`src/axi_lite_pkg.sv`:
```
`default_nettype none

package axi_lite_pkg;

    parameter int ADDR_W = 32;
    parameter int DATA_W = 32;
    parameter int STRB_W = DATA_W / 8;

    parameter logic [1:0] RESP_OKAY   = 2'b00;
    parameter logic [1:0] RESP_DECERR = 2'b11;

    // one accepted request, address already decoded
    typedef struct packed {
        logic              is_write;
        logic              in_window;
        logic [ADDR_W-1:0] word_index; // offset from base, in words
        logic [DATA_W-1:0] wdata;
        logic [STRB_W-1:0] wstrb;
    } req_t;

    // one finished access, routed by is_write
    typedef struct packed {
        logic              is_write;
        logic [1:0]        resp;
        logic [DATA_W-1:0] rdata;
    } resp_t;

endpackage

`default_nettype wire

```
`src/sram_cfg_pkg.sv`:
```
`default_nettype none

package sram_cfg_pkg;

    // start of the memory window
    parameter logic [31:0] MEM_BASE = 32'h8000_0000;

    // addi x0, x0, 0
    parameter logic [31:0] INST_NOP = 32'h0000_0013;

    // any non-zero value works, zero would lock the lfsr
    parameter logic [2:0] LFSR_SEED = 3'b001;

endpackage

`default_nettype wire

```
`src/axi_lite_resp_drive.sv`:
```
`default_nettype none

module axi_lite_resp_drive (
    input  wire logic                             clk,
    input  wire logic                             rst_n,
    input  wire axi_lite_pkg::resp_t              resp,
    input  wire logic                             resp_valid,
    output logic [axi_lite_pkg::DATA_W-1:0]       rdata,
    output logic [1:0]                            rresp,
    output logic                                  rvalid,
    input  wire logic                             rready,
    output logic [1:0]                            bresp,
    output logic                                  bvalid,
    input  wire logic                             bready,
    output logic                                  resp_done
);

    // handshake on either channel frees the slave
    assign resp_done = (rvalid && rready) || (bvalid && bready);

    always_ff @(posedge clk) begin
        if (!rst_n) begin
            rdata  <= sram_cfg_pkg::INST_NOP;
            rresp  <= axi_lite_pkg::RESP_OKAY;
            rvalid <= 1'b0;
            bresp  <= axi_lite_pkg::RESP_OKAY;
            bvalid <= 1'b0;
        end else begin
            if (resp_valid && !resp.is_write) begin
                rdata  <= resp.rdata;
                rresp  <= resp.resp;
                rvalid <= 1'b1;
            end else if (rvalid && rready) begin
                rvalid <= 1'b0; // rdata kept until next read
            end

            if (resp_valid && resp.is_write) begin
                bresp  <= resp.resp;
                bvalid <= 1'b1;
            end else if (bvalid && bready) begin
                bvalid <= 1'b0;
            end
        end
    end

endmodule

`default_nettype wire

```
`config.mk`:
```
export PLATFORM = sky130hd
export DESIGN_NAME = axi_lite_resp_drive
export DESIGN_NICKNAME = d
export VERILOG_FILES = /design/src/axi_lite_pkg.sv /design/src/sram_cfg_pkg.sv /design/src/axi_lite_resp_drive.sv
export SDC_FILE = /design/constraint.sdc
export NUM_CORES = 1
export LEC_CHECK = 0
export ABC_AREA = 1
export BUFFER_PORTS_ARGS = -buffer_cell sky130_fd_sc_hd__buf_2
export CORE_MARGIN = 1.5
export CORE_UTILIZATION = 40
export CTS_CLUSTER_SIZE = 20
export DETAILED_ROUTE_END_ITERATION = 10
export PLACE_DENSITY = 0.71
export REMOVE_ABC_BUFFERS = 1
export SYNTH_ARGS = -nofsm -noshare
export SYNTH_HDL_FRONTEND = slang
export SYNTH_SLANG_ARGS = --single-unit
```
`constraint.sdc`:
```
create_clock -name clk -period 1 [get_ports clk]
set_input_delay 0.2 -clock clk [delete_from_list [all_inputs] [get_ports clk]]
set_output_delay 0.2 -clock clk [all_outputs]
set_load 0.02 [all_outputs]
```
==> reports/metrics.cfg, run 1 <==
[placed_design]
gp_congestion=0.779
place_inst=359
numPortBuffers=78
hpwlAfterDp_um=2640
dp_slack_ps=24.2

[synth]
yosysSeqAreaShare_pct=48.0
yosys.area.top_type_share_pct=48.0
synth-edff-count=0
ys_ff_latch=38
ys.flop_type=dfxtp_1
synth_cell_types=10
syn_area_um2=1590
ys_warn_count=0
synthTopCellsByArea=dfxtp_1 (48%), nor2_1 (15%), nand3_1 (12%)
synth_area_per_cell_um2=6.69
synth_common_cells=nor2_1 (63), nand2_1 (43), nand3_1 (39)
synthCells=237
synth_top_area_cell=dfxtp_1
synthArstFlopShare_pct=0
synth.most_common_cell=nor2_1

[global_route]
track_usage_pct=17.3
grt.overflow.total=0
grt_use_met1_pct=20.7
grt_pass1_vias=1356
antenna_found_initial=0
use_met3_pct=4.60
top_usage_layer=met2
grt_pass1_wl_um=5820
grtUsageMet2_pct=29.3
grt_max_degree=23

[route]
vias=1598
drcViolationCount=0
dr.pass1.iters=4
post_drt_wl_per_cell_um=9.76
via_per_inst=4.38
wirelength_um=3560
first_iter_violations=64
drtAntennaViolNets=0

[critical_path]
crit_arrival_ps=850
cp_data_required_time_ps=800
worstSetupStartpointType=flop
worstPathMaxFanout=3
worstSetupPathType=reg2out
reg2reg_slack_ps=420
setup.worst_path.end_class=output pin

[floorplan]
fp.dieW_um=66.0
io_pins=79
dieArea_um2=4350
num_rows=22
fp.dieH_um=66.0
initial_core_util_pct=42.3
core_area_um2=3740

[sta]
rsz0062_at_grt=yes
setup_tns_ps=-52.1
slew_violations=0
finalCritPeriodShare_pct=105
maxSlewHeadroom_pct=85.2
postLayoutSetupSlackWorst_ps=-52.1
skew_ps=0
max_freq_mhz=951
worst_slew_pin_slew_ps=222
hold_viol=0
setup_viol=1
timing.final.crit_period_ps=1050

[clock_tree]
cts_buffers=5
h-tree-depth=2
path_clk_slew_ps=70
clock_sinks=38
clk_latency_ps=270
root_buffer=clkbuf_8
cts_tree=built
cts_max_path_buffers=2

[power]
worst_ir_drop_vdd_mv=0.878
leakage_nw=1.27
power_per_cell_area_nw_per_um2=1480

[status]
violations=negative setup slack
status=finished with violations

[min_path]
hp-class=in2reg

[finish]
n_antenna_cell=0
drive_gt1_share_pct=33.8
final_core_util_pct=60.7
final_nets=358
final_cells=365
syn2layout_area_growth_pct=43.3

[job]
cap_violations=0

[final timing paths]
kind	from	cells past startpoint	to
min	resp[0]	3	rdata[0]
min reg2reg	rdata[1]	2	rdata[1]
max reg2reg	bvalid	2	bvalid
max	bvalid	3	resp_done
[through the flow]
stage | area (µm²) | total power [mW] | hold slack (ps)
finish | 2270 | 3.37 | 158
global route | 2270 | 3.56 | 170
CTS | 2180 | 3.36 | 152
detailed placement | 2090 | 2.34 | 443
global placement | 2090 | 2.33 | 442
floorplan | 1510 | 2.03 | 284
[timing repair]
action	4_1_cts	5_1_grt
hold buffers	0	0
setup endpoints to repair	3	34
pin swaps	0	1
setup buffers	0	0
gates cloned	0	0
gates resized for setup	6	39
[where the power goes]
part / switching [mW] / internal [mW] / total, mW
clock network: 0.484 / 0.531 / 1.02
logic: 0.377 / 0.310 / 0.687
registers: 0.0522 / 1.62 / 1.67
[cells in the final DEF, fill, tap and decap left out, types with 4 or more instances in the layout]
cell,count
inv_1,35
buf_2,45
nand3_1,39
clkbuf_8,6
nand2_1,42
dfxtp_1,28
buf_12,4
buf_4,38
dfxtp_2,10
nor2_1,62
a21oi_1,4
[layer usage]
layer	vias to the layer above	share of wire (%)
met4	0	0.76
li1	866	-
met3	2	5.9
met1	688	44
met2	42	49
met5	-	0
[state kept, by name, indices dropped and copies added, names as in the netlist]
signal and cells:
bresp 2, bvalid 1, rdata 32, rresp 2
rvalid 1
[critical path: stages (launching register included)]
cell     delay [ps]
dfxtp_2         350
nand2_2          40
nand2_1          70
buf_6           110
[layout make-up]
type,instances,area (µm²)
tap,48,60.1
timing repair buffer,88,602
multi-input combinational,149,618
inverter,36,135
sequential,38,773
fill,389,1470
clock buffer,6,82.6
[kinds of logic after synthesis]
group,after synthesis,synth area share (%)
buffers and inverters,50,13.3
and+or+nand+nor,145,37.4
DFF,38,48.0
AOI/OAI and AO/OA,4,1.26
Note: power is estimated with default switching activity, not from simulation.
==> run 2: changes to the inputs <==
--- a/config.mk
+++ b/config.mk
@@ -11,6 +11,7 @@
 export CORE_UTILIZATION = 40
 export CTS_CLUSTER_SIZE = 20
 export DETAILED_ROUTE_END_ITERATION = 10
+export GPL_TIMING_DRIVEN = 0
 export PLACE_DENSITY = 0.71
 export REMOVE_ABC_BUFFERS = 1
 export SYNTH_ARGS = -nofsm -noshare
==> reports/metrics.cfg, run 2 (synthesis gave the netlist of run 1 again) <==
[clock_tree]
root_buffer=clkbuf_8  ; unchanged
clk_latency_ps=290  ; was 270 ps
clock_sinks=38  ; unchanged
cts_max_path_buffers=2  ; unchanged
path_clk_slew_ps=70  ; about the same
cts_tree=built  ; unchanged
cts_buffers=5  ; unchanged
h-tree-depth=2  ; unchanged

[finish]
final_common_cell=nor2_1  ; unchanged
layout_common_cells=nor2_1 (62), nand2_1 (43), buf_2 (40)  ; was nor2_1 (62), buf_2 (45), nand2_1 (42)
syn2layout_area_growth_pct=41.8  ; was 43.3%
n_antenna_cell=0  ; unchanged
regMostFlops=rdata  ; unchanged
final_nets=351  ; was 358
reg.largest.list=rdata (32), bresp (2), rresp (2)  ; unchanged
fill_cells=384  ; was 389
largest_reg_flops=32  ; unchanged
drive_gt1_share_pct=38.1  ; was 33.8%

[route]
drtAntennaViolNets=0  ; unchanged
first_iter_violations=96  ; was 64
post_drt_wl_per_cell_um=9.88  ; was 9.76 µm
vias=1570  ; was 1598
drcViolationCount=0  ; unchanged
wirelength_um=3560  ; about the same
via_per_inst=4.36  ; was 4.38
dr.pass1.iters=4  ; unchanged

[critical_path]
crit_arrival_ps=860  ; was 850 ps
setup.worst_path.end_class=output pin  ; unchanged
cpMaxStageDelayCell=dfxtp_2  ; unchanged
worstPathMaxFanout=3  ; unchanged
cp_common_cell=nand2_1
crit_chain=nand2_1, nand2_1, buf_6  ; was nand2_2, nand2_1, buf_6
worstSetupStartpointType=flop  ; unchanged
cp_num_buf_inv=1  ; unchanged
max_stage_delay_ps=340  ; was 350 ps
worstSetupPathType=reg2out  ; unchanged
cp_data_required_time_ps=800  ; about the same
crit_family=flip-flops  ; unchanged

[status]
violations=negative setup slack  ; unchanged
status=finished with violations  ; unchanged

[sta]
setup_tns_ps=-61.7  ; was -52.1 ps
hold_viol=0  ; unchanged
timing.final.crit_period_ps=1060  ; was 1050 ps
finalCritPeriodShare_pct=106  ; was 105%
rsz0062_at_grt=yes  ; unchanged
postLayoutSetupSlackWorst_ps=-61.7  ; was -52.1 ps
skew_ps=0  ; unchanged
worst_slew_pin_slew_ps=639  ; was 222 ps
maxSlewHeadroom_pct=57.4  ; was 85.2%
slew_violations=0  ; unchanged
setup_viol=1  ; unchanged
max_freq_mhz=942  ; was 951 MHz

[min_path]
hp-class=in2reg  ; unchanged

[placed_design]
hpwlAfterDp_um=2310  ; was 2640 µm
numPortBuffers=78  ; unchanged
gp_congestion=0.797  ; was 0.779

[global_route]
antenna_found_initial=0  ; unchanged
track_usage_pct=17.4  ; was 17.3%
grt_pass1_wl_um=5860  ; was 5820 µm
grt.overflow.total=0  ; unchanged
grt_pass1_vias=1392  ; was 1356
grt_max_degree=40  ; was 23

[power]
leakage_nw=1.24  ; was 1.27 nW
power_mw=3.54  ; was 3.37 mW
worst_ir_drop_vdd_mv=0.738  ; was 0.878 mV
power_per_cell_area_nw_per_um2=1570  ; was 1480 nW/µm²

[floorplan]
dieArea_um2=4350  ; unchanged
num_rows=22  ; unchanged
core_area_um2=3740  ; unchanged
initial_core_util_pct=42.3  ; unchanged
io_pins=79  ; unchanged
fp.dieH_um=66.0  ; unchanged
fp.dieW_um=66.0  ; unchanged

[job]
cap_violations=0  ; unchanged

==> run 2: changes by cell type in the layout (fill, tap and decap cells not counted), sizes merged <==
| cell | change |
|---|---|
| buf | -7 |
| clkbuf | +2 |
==> run 2: power breakdown <==
part / internal [mW] / switching (mW)
sequential: 1.63 / 0.0507
clock: 0.696 / 0.507
combinational: 0.283 / 0.375
total: 2.60 / 0.933
==> run 2: metal layers <==
| layer | part of all wire (%) | global-route usage, % | vias up |
|---|---|---|---|
| li1 | - | - | 854 |
| met1 | 45 | 19.7 | 663 |
| met2 | 48 | 29.9 | 47 |
| met3 | 5.4 | 5.28 | 6 |
| met4 | 1.8 | 7.91 | 0 |
| met5 | 0 | 0 | - |
==> run 2: repair_timing <==
action	4_1_cts	5_1_grt
hold buffers	0	0
pin swaps	2	1
buffers inserted	1	1
setup endpoints to repair	43	37
endpoints found under the hold margin	0	0
gates resized for setup	14	56
==> run 2: cell type report <==
type	count	area (µm²)	area share, %
sequential	38	796	35.4
multi-input combinational	149	621	27.6
timing repair buffer	81	523	23.3
inverter	36	138	6.12
clock buffer	8	110	4.90
tap	48	60.1	2.67
==> run 2: path summary, 6_finish.rpt <==
check	startpoint	to	slack [ps]	cells past startpoint
setup reg to reg	rvalid	rvalid	320	3
setup / recovery	rvalid	resp_done	-60	3
hold / removal	resp[1]	rdata[1]	150	3
hold reg to reg	rdata[1]	rdata[1]	450	2
==> run 2: worst min-delay path: cells and delay by family <==
kind / cells / cell delay [ps]
simple gates: 2 / 130
buf+inv: 1 / 80
==> run 2: metrics by stage <==
step                      setup WS (ps)  instance area (µm²)  instances  utilization (%)  hold slack, ps
after floorplan                    -456                 1510        223                -             284
after global placement            -1670                 1960        349             52.3             437
after detailed placement           -778                 1980        350             52.8             441
after CTS                         -60.3                 2130        359             57.0             147
after global routing               -118                 2250        360             60.0             155
final                             -61.7                 2250        360             60.0             152
