==> src/axi_lite_pkg.sv <==
`default_nettype none

package axi_lite_pkg;

    parameter int ADDR_W = 32;
    parameter int DATA_W = 32;
    parameter int STRB_W = DATA_W / 8;

    parameter logic [1:0] RESP_OKAY   = 2'b00;
    parameter logic [1:0] RESP_DECERR = 2'b11;

    // one accepted request, address already decoded
    typedef struct packed {
        logic              is_write;
        logic              in_window;
        logic [ADDR_W-1:0] word_index; // offset from base, in words
        logic [DATA_W-1:0] wdata;
        logic [STRB_W-1:0] wstrb;
    } req_t;

    // one finished access, routed by is_write
    typedef struct packed {
        logic              is_write;
        logic [1:0]        resp;
        logic [DATA_W-1:0] rdata;
    } resp_t;

endpackage

`default_nettype wire

==> src/sram_cfg_pkg.sv <==
`default_nettype none

package sram_cfg_pkg;

    // start of the memory window
    parameter logic [31:0] MEM_BASE = 32'h8000_0000;

    // addi x0, x0, 0
    parameter logic [31:0] INST_NOP = 32'h0000_0013;

    // any non-zero value works, zero would lock the lfsr
    parameter logic [2:0] LFSR_SEED = 3'b001;

endpackage

`default_nettype wire

==> src/axi_lite_req_capture.sv <==
`default_nettype none

module axi_lite_req_capture #(
    parameter int MEM_WORDS = 1024
) (
    input  wire logic                              clk,
    input  wire logic                              rst_n,
    input  wire logic [axi_lite_pkg::ADDR_W-1:0]   araddr,
    input  wire logic                              arvalid,
    output logic                                   arready,
    input  wire logic [axi_lite_pkg::ADDR_W-1:0]   awaddr,
    input  wire logic                              awvalid,
    output logic                                   awready,
    input  wire logic [axi_lite_pkg::DATA_W-1:0]   wdata,
    input  wire logic [axi_lite_pkg::STRB_W-1:0]   wstrb,
    input  wire logic                              wvalid,
    output logic                                   wready,
    input  wire logic                              resp_done,
    output axi_lite_pkg::req_t                     req,
    output logic                                   req_valid
);

    localparam logic [axi_lite_pkg::ADDR_W-1:0] WIN_LO = sram_cfg_pkg::MEM_BASE;
    localparam logic [axi_lite_pkg::ADDR_W-1:0] WIN_HI =
        sram_cfg_pkg::MEM_BASE + axi_lite_pkg::ADDR_W'(4 * MEM_WORDS);

    logic                              busy;
    logic                              accept_rd;
    logic                              accept_wr;
    logic [axi_lite_pkg::ADDR_W-1:0]   sel_addr;
    logic [axi_lite_pkg::ADDR_W-1:0]   offset;

    assign arready = !busy;
    assign awready = !busy;
    assign wready  = !busy;

    // read wins over a write offered in the same cycle
    assign accept_rd = !busy && arvalid;
    assign accept_wr = !busy && !arvalid && awvalid && wvalid;

    assign sel_addr = accept_rd ? araddr : awaddr;
    assign offset   = sel_addr - WIN_LO;

    always_ff @(posedge clk) begin
        if (!rst_n) begin
            busy      <= 1'b0;
            req_valid <= 1'b0;
        end else begin
            req_valid <= accept_rd || accept_wr;
            if (accept_rd || accept_wr) begin
                busy <= 1'b1;
            end else if (resp_done) begin
                busy <= 1'b0; // ready again next cycle
            end
        end
    end

    // stays stable while busy, engine reads it directly
    always_ff @(posedge clk) begin
        if (accept_rd || accept_wr) begin
            req.is_write   <= accept_wr;
            req.in_window  <= (sel_addr >= WIN_LO) && (sel_addr < WIN_HI);
            req.word_index <= offset >> 2;
            req.wdata      <= wdata;
            req.wstrb      <= wstrb;
        end
    end

endmodule

`default_nettype wire

==> config.mk <==
export PLATFORM = sky130hd
export DESIGN_NAME = axi_lite_req_capture
export DESIGN_NICKNAME = d
export VERILOG_FILES = /design/src/axi_lite_pkg.sv /design/src/sram_cfg_pkg.sv /design/src/axi_lite_req_capture.sv
export SDC_FILE = /design/constraint.sdc
export NUM_CORES = 1
export LEC_CHECK = 0
export BUFFER_PORTS_ARGS = -buffer_cell sky130_fd_sc_hd__clkbuf_2
export CAP_MARGIN = 25
export CELL_PAD_IN_SITES_DETAIL_PLACEMENT = 1
export CELL_PAD_IN_SITES_GLOBAL_PLACEMENT = 1
export CORE_MARGIN = 4
export CORE_UTILIZATION = 31
export DETAILED_ROUTE_END_ITERATION = 8
export PLACE_DENSITY = 0.89
export SYNTH_ARGS = -nofsm -noshare
export SYNTH_HDL_FRONTEND = slang
export SYNTH_SLANG_ARGS = --single-unit
==> constraint.sdc <==
create_clock -name clk -period 2.9 [get_ports clk]
set_input_delay 0.145 -clock clk [delete_from_list [all_inputs] [get_ports clk]]
set_output_delay 0.145 -clock clk [all_outputs]
set_load 0.01 [all_outputs]
==> metrics.txt, run 1 <==
crit path launch type flop; Leak Pwr 1.99 nW; residual DRC count 0; WHS Path Cells 2; most frequent cells in the layout clkbuf_2 (173), nand2_1 (89), edfxtp_1 (68); H-tree Lvls 3; initial antenna violation count 0; kind of critical path flop to flop; Finished Core Util 50.4%; max_cap viols 0; sequential fraction of the synthesis area 77.4%; WP buf/inv 2; Total Wirelength 8360 µm; post-synth top area share 75.9%; worst slew pin tran 0.566 ns; Worst Clk Skew 0.00682 ns; reg2reg start busy; fin crit share 63.4%; CP delay by family, top buffers and inverters; Reg2Reg Depth 4; hpwl dp 6310 µm; Core Box Area 8340 µm²; post-CTS setup buffer count 0; count of state elements after synthesis 70; Psw 0.000580 W; Mapped Cells 193; # IOs 180; syn_area_per_cell 13.9 µm²; Worst Hold Launch rst_n; Clock power frac 33.9%; Critical-path top delay cell inv_2; routed vias 2290; n_diodes 0; Die X 101 µm; hold_ws 0.0522 ns; internal power 0.00186 W; Cell variety after synth 20; port bufs 173; Synth area leader edfxtp_1; share of cells above drive strength 1 47.9%; R2R setup slack 1.06 ns; Comb pwr share 15.2%; number of global-route vias before repair 2547; CP Launch Point busy; CP Cell Sequence and4bb_2 -> nor2_4 -> inv_2 -> buf_4; arrival time worst endpoint 1.86 ns; clock-pin slew on the worst setup and hold paths 0.07 ns; sequential cell area 2080 µm²; Hold Crit Class primary input to flop; TritonCTS clock tree built; Switching Fraction 23.7%; row count 33; Worst IR Drop VDD 0.262 mV; first-pass GRT wire length 12800 µm; RSZ-0062 raised after global routing no; Hold Vio Cnt, Final 0; Multi-input gate area 514 µm²; filler instances 944; Data required, critical path 2.92 ns; Routed Antenna Nets 0; Worst-Skew Late Latency 0.32 ns; Final Max Tran Viols 0; final non-filler cell area 4210 µm²; sequential power share 50.9%; Max Fclk 544 MHz; placed cell areas 3640 µm²; Critical Path Sink Type flop; largest net degree at the start of global routing 32; GRT Overall Usage 16.3%; Initial Utilization 32.2%; vias per std cell 4.44; setup violators final 0; Area Overhead vs Synth 56.5%; CTS Buf Count 9; crit-path max FO 25; pwr/cell area 581 nW/µm²; Max stage delay on crit path 0.42 ns; Longest Clk Path Bufs 2; gpl congestion 0.744; Slew HR 62.2%; per-cell routed wire length 16.2 µm; warnings from Yosys 0; total power draw 0.00244 W; Hold EP req_valid; Iter 0 DRT Violations 71; die height 101 µm; ranking of synthesized cells by area edfxtp_1 (76%), nand2_1 (12%), nor4_1 (1.9%); final worst path period need 1.84 ns; CTS Sinks 70; grt total ovfl 0; # resized after CTS 0; total negative slack 0 ns; area of the mapped netlist 2690 µm²; CTS root buffer clkbuf_8; Pre-antenna DRT Iters 4; nets 513; status finished clean; reg-to-reg endpoint req[17]; most common cell after layout, fill and taps aside clkbuf_2; Die ar. 10200 µm²
[metal layers]
layer  vias up  share of wire [%]  global-route usage [%]
met3         8                 11                    5.99
met4         0                1.0                    5.32
met2       117                 51                    29.9
li1       1098                  -                       -
met1      1067                 37                    17.3
met5         -                  0                       0
[through the flow]
stage               worst slack (ns)  cells
global placement                1.07    465
floorplan                      0.438    194
detailed placement              1.04    465
CTS                             1.03    514
global route                   0.970    516
finish                          1.06    516
[state kept, by name, indices dropped and copies added (netlist names)]
signal and cells:
req_valid 1, busy 1, req 68
[worst reg2reg max path: stages (launching register included)]
cell and delay [ns]:
dfxtp_1 0.37, and4bb_2 0.35, nor2_4 0.06, inv_2 0.42, buf_4 0.34
[final cells by class]
cell class,count,area share (%)
sequential,70,49.5
tap,105,3.12
inverter,2,0.178
timing repair buffer,212,30.0
multi-input combinational,112,12.2
clock inverter,6,2.08
clock buffer,9,2.94
[worst max path at each step]
stage | to | cells after the start | slack (ns)
after global routing | req[17] | 4 | 0.97
final | req[17] | 4 | 1.06
after detailed placement | req[13] | 4 | 1.04
after global placement | req[12] | 4 | 1.07
after floorplan | req[0] | 3 | 0.44
after CTS | req[17] | 4 | 1.03
[power by group through the flow]
stage	Combinational (W)	Clock (W)	Sequential, W
after floorplan	0.000106	0	0.00131
after global placement	0.000324	0	0.00126
after detailed placement	0.000337	0	0.00127
after CTS	0.000375	0.000863	0.00124
after global routing	0.000410	0.000909	0.00125
final	0.000372	0.000829	0.00124
[kinds of logic (layout without fill, tap and decap cells)]
logic type             Yosys count  in the layout  share of synthesized area (%)
AO/OA/AOI/OAI                    2              2                          0.745
other                            1              2                          0.139
buffers and inverters           12            229                           3.58
flip-flops                      70             70                           77.4
multiplexers                     1              1                          0.372
AND/OR/NAND/NOR                107            107                           17.7
[timing repair]
action	4_1_cts	5_1_grt
endpoints found under the hold margin	34	2
endpoints found under the setup margin	0	0
hold buffers	34	2
[Yosys cell counts]
cell	count
mux2i_1	1
nand4_1	2
inv_1	2
nand2_1	89
nor2_4	1
buf_2	2
dfxtp_1	2
nor2b_1	1
edfxtp_1	68
or2b_4	1
or2b_1	1
a21boi_1	1
conb_1	1
nor4_1	8
nor4b_1	2
nor2b_4	1
buf_4	5
clkbuf_8	3
and4bb_2	1
o22ai_2	1
(Power assumes the default switching activity.)
==> run 2, diff against run 1 <==
--- a/config.mk
+++ b/config.mk
@@ -10,9 +10,9 @@
 export CELL_PAD_IN_SITES_DETAIL_PLACEMENT = 1
 export CELL_PAD_IN_SITES_GLOBAL_PLACEMENT = 1
 export CORE_MARGIN = 4
-export CORE_UTILIZATION = 31
+export CORE_UTILIZATION = 28
 export DETAILED_ROUTE_END_ITERATION = 8
-export PLACE_DENSITY = 0.89
+export PLACE_DENSITY = 0.85
 export SYNTH_ARGS = -nofsm -noshare
 export SYNTH_HDL_FRONTEND = slang
 export SYNTH_SLANG_ARGS = --single-unit
==> constraint.sdc (replaced) <==
create_clock -name clk -period 1.5 [get_ports clk]
set_input_delay 0.075 -clock clk [delete_from_list [all_inputs] [get_ports clk]]
set_output_delay 0.075 -clock clk [all_outputs]
set_load 0.01 [all_outputs]
==> run 2 against run 1 <==
Net effect:
- non-clock buffer count up 19
- routed wire length up 16%
- sequential power up 94%
- highest routed layer unchanged
- clock power up 83%
- largest power group unchanged
- largest cell class unchanged
- die area up 9.9%
- critical path type unchanged
- critical endpoint is now req[55]
- sequential cell count unchanged
==> metrics.txt, run 2 (same netlist as run 1, synthesis figures left out) <==
nets 532; Pre-antenna DRT Iters 4; residual DRC count 0; largest net degree at the start of global routing 34; Max Fclk 702 MHz; row count 35; gpl congestion 0.775; max_cap viols 0; hpwl dp 6880 µm; Clock power frac 32.3%; H-tree Lvls 3; clock-pin slew on the worst setup and hold paths 0.08 ns; Biggest register req; CP Cell Sequence and4bb_2 -> nor2_4 -> clkinvlp_4 -> buf_12; GRT Overall Usage 17.4%; Worst IR Drop VDD 0.395 mV; CP Launch Point busy; total power draw 0.00471 W; hold_ws 0.0172 ns; per-cell routed wire length 17.3 µm; most frequent cells in the layout clkbuf_2 (173), nand2_1 (89), edfxtp_1 (68); met2 Use GR 32.7%; grt total ovfl 0; sequential power share 51.0%; Hold Crit Class primary input to flop; WP buf/inv 2; Area Overhead vs Synth 64.7%; Largest regs req x68, busy x1, req_valid x1; Die X 106 µm; crit-path max FO 33; Longest Clk Path Bufs 2; die height 106 µm; pwr/cell area 1060 nW/µm²; status finished clean; total negative slack 0 ns; share of cells above drive strength 1 46.4%; Worst-Skew Late Latency 0.34 ns; Critical Path Sink Type flop; Total Wirelength 9700 µm; TritonCTS clock tree built; Leak Pwr 2.05 nW; Worst Hold Launch araddr[2]; setup violators final 0; Finished Core Util 47.7%; Data required, critical path 1.58 ns; met3 Usage GRT 6.50%; Top Usage Layer GRT met2; Worst Clk Skew 0.00567 ns; initial antenna violation count 0; Die ar. 11200 µm²; most common cell after layout, fill and taps aside clkbuf_2; first-pass GRT wire length 14700 µm; Psw 0.00123 W; Hold Vio Cnt, Final 0; port bufs 173; vias per std cell 4.31; CTS Sinks 70; kind of critical path flop to flop; routed vias 2414; Comb pwr share 16.7%; RSZ-0062 raised after global routing no; CTS Buf Count 9; Initial Utilization 29.0%; CTS root buffer clkbuf_8; # IOs 180; Core Box Area 9280 µm²; n_diodes 0; reg2reg start busy; fin crit share 95.0%; worst slack at placement 0.0854 ns; max reg flops 68; number of global-route vias before repair 2678; Max stage delay on crit path 0.38 ns; final setup margin 0.0756 ns; Iter 0 DRT Violations 99; Routed Antenna Nets 0; Critical-path top delay cell dfxtp_2; internal power 0.00349 W; Switching Fraction 26.0%; Final Max Tran Viols 0; crit path launch type flop; arrival time worst endpoint 1.50 ns; final worst path period need 1.42 ns; CP delay by family, top simple AND/OR/NAND/NOR gates; met1 GRT Util 17.5%; # resized after CTS 0
## run 2: worst paths after layout
| path | end | slack (ns) | cells past startpoint |
|---|---|---|---|
| max | req[55] | 0.08 | 4 |
| min | req[36] | 0.02 | 3 |
| max reg2reg | req[55] | 0.08 | 4 |
| min reg2reg | busy | 0.62 | 2 |
## run 2: tightest hold or removal path, stage by stage
cell and delay, ns:
clkbuf_2 0.07, nand2_1 0.04, nand2_1 0.06
## run 2: metal layers
metal	part of all wire, %	wire length, µm
met5	0	0
met4	1.6	153
met3	8.7	846
met2	53	5120
met1	37	3570
## run 2: what timing repair did
action / 4_1_cts / 5_1_grt
buffers inserted: 0 / 0
hold endpoints to repair: 47 / 1
hold buffers: 53 / 1
## run 2: power groups by stage
stage | Sequential [W] | Combinational (W) | Clock, W
final | 0.00241 | 0.000787 | 0.00152
after CTS | 0.00241 | 0.000787 | 0.00157
after detailed placement | 0.00245 | 0.000671 | 0
after global placement | 0.00244 | 0.000641 | 0
after global routing | 0.00242 | 0.000859 | 0.00167
after floorplan | 0.00253 | 0.000208 | 0
## run 2: per-stage QoR
step / cells / instance area, µm²
final: 560 / 4430
after detailed placement: 490 / 3690
after global placement: 490 / 3690
after CTS: 559 / 4420
after floorplan: 194 / 2700
after global routing: 560 / 4430
## run 2: layout make-up
type | count | area (µm²)
fillers | 1053 | 4860
inverters | 2 | 11.3
well taps | 129 | 161
flip-flops and latches | 70 | 2080
clock buffers | 9 | 124
clock inverters | 7 | 72.6
repair buffers | 231 | 1460
multi-input cells | 112 | 514
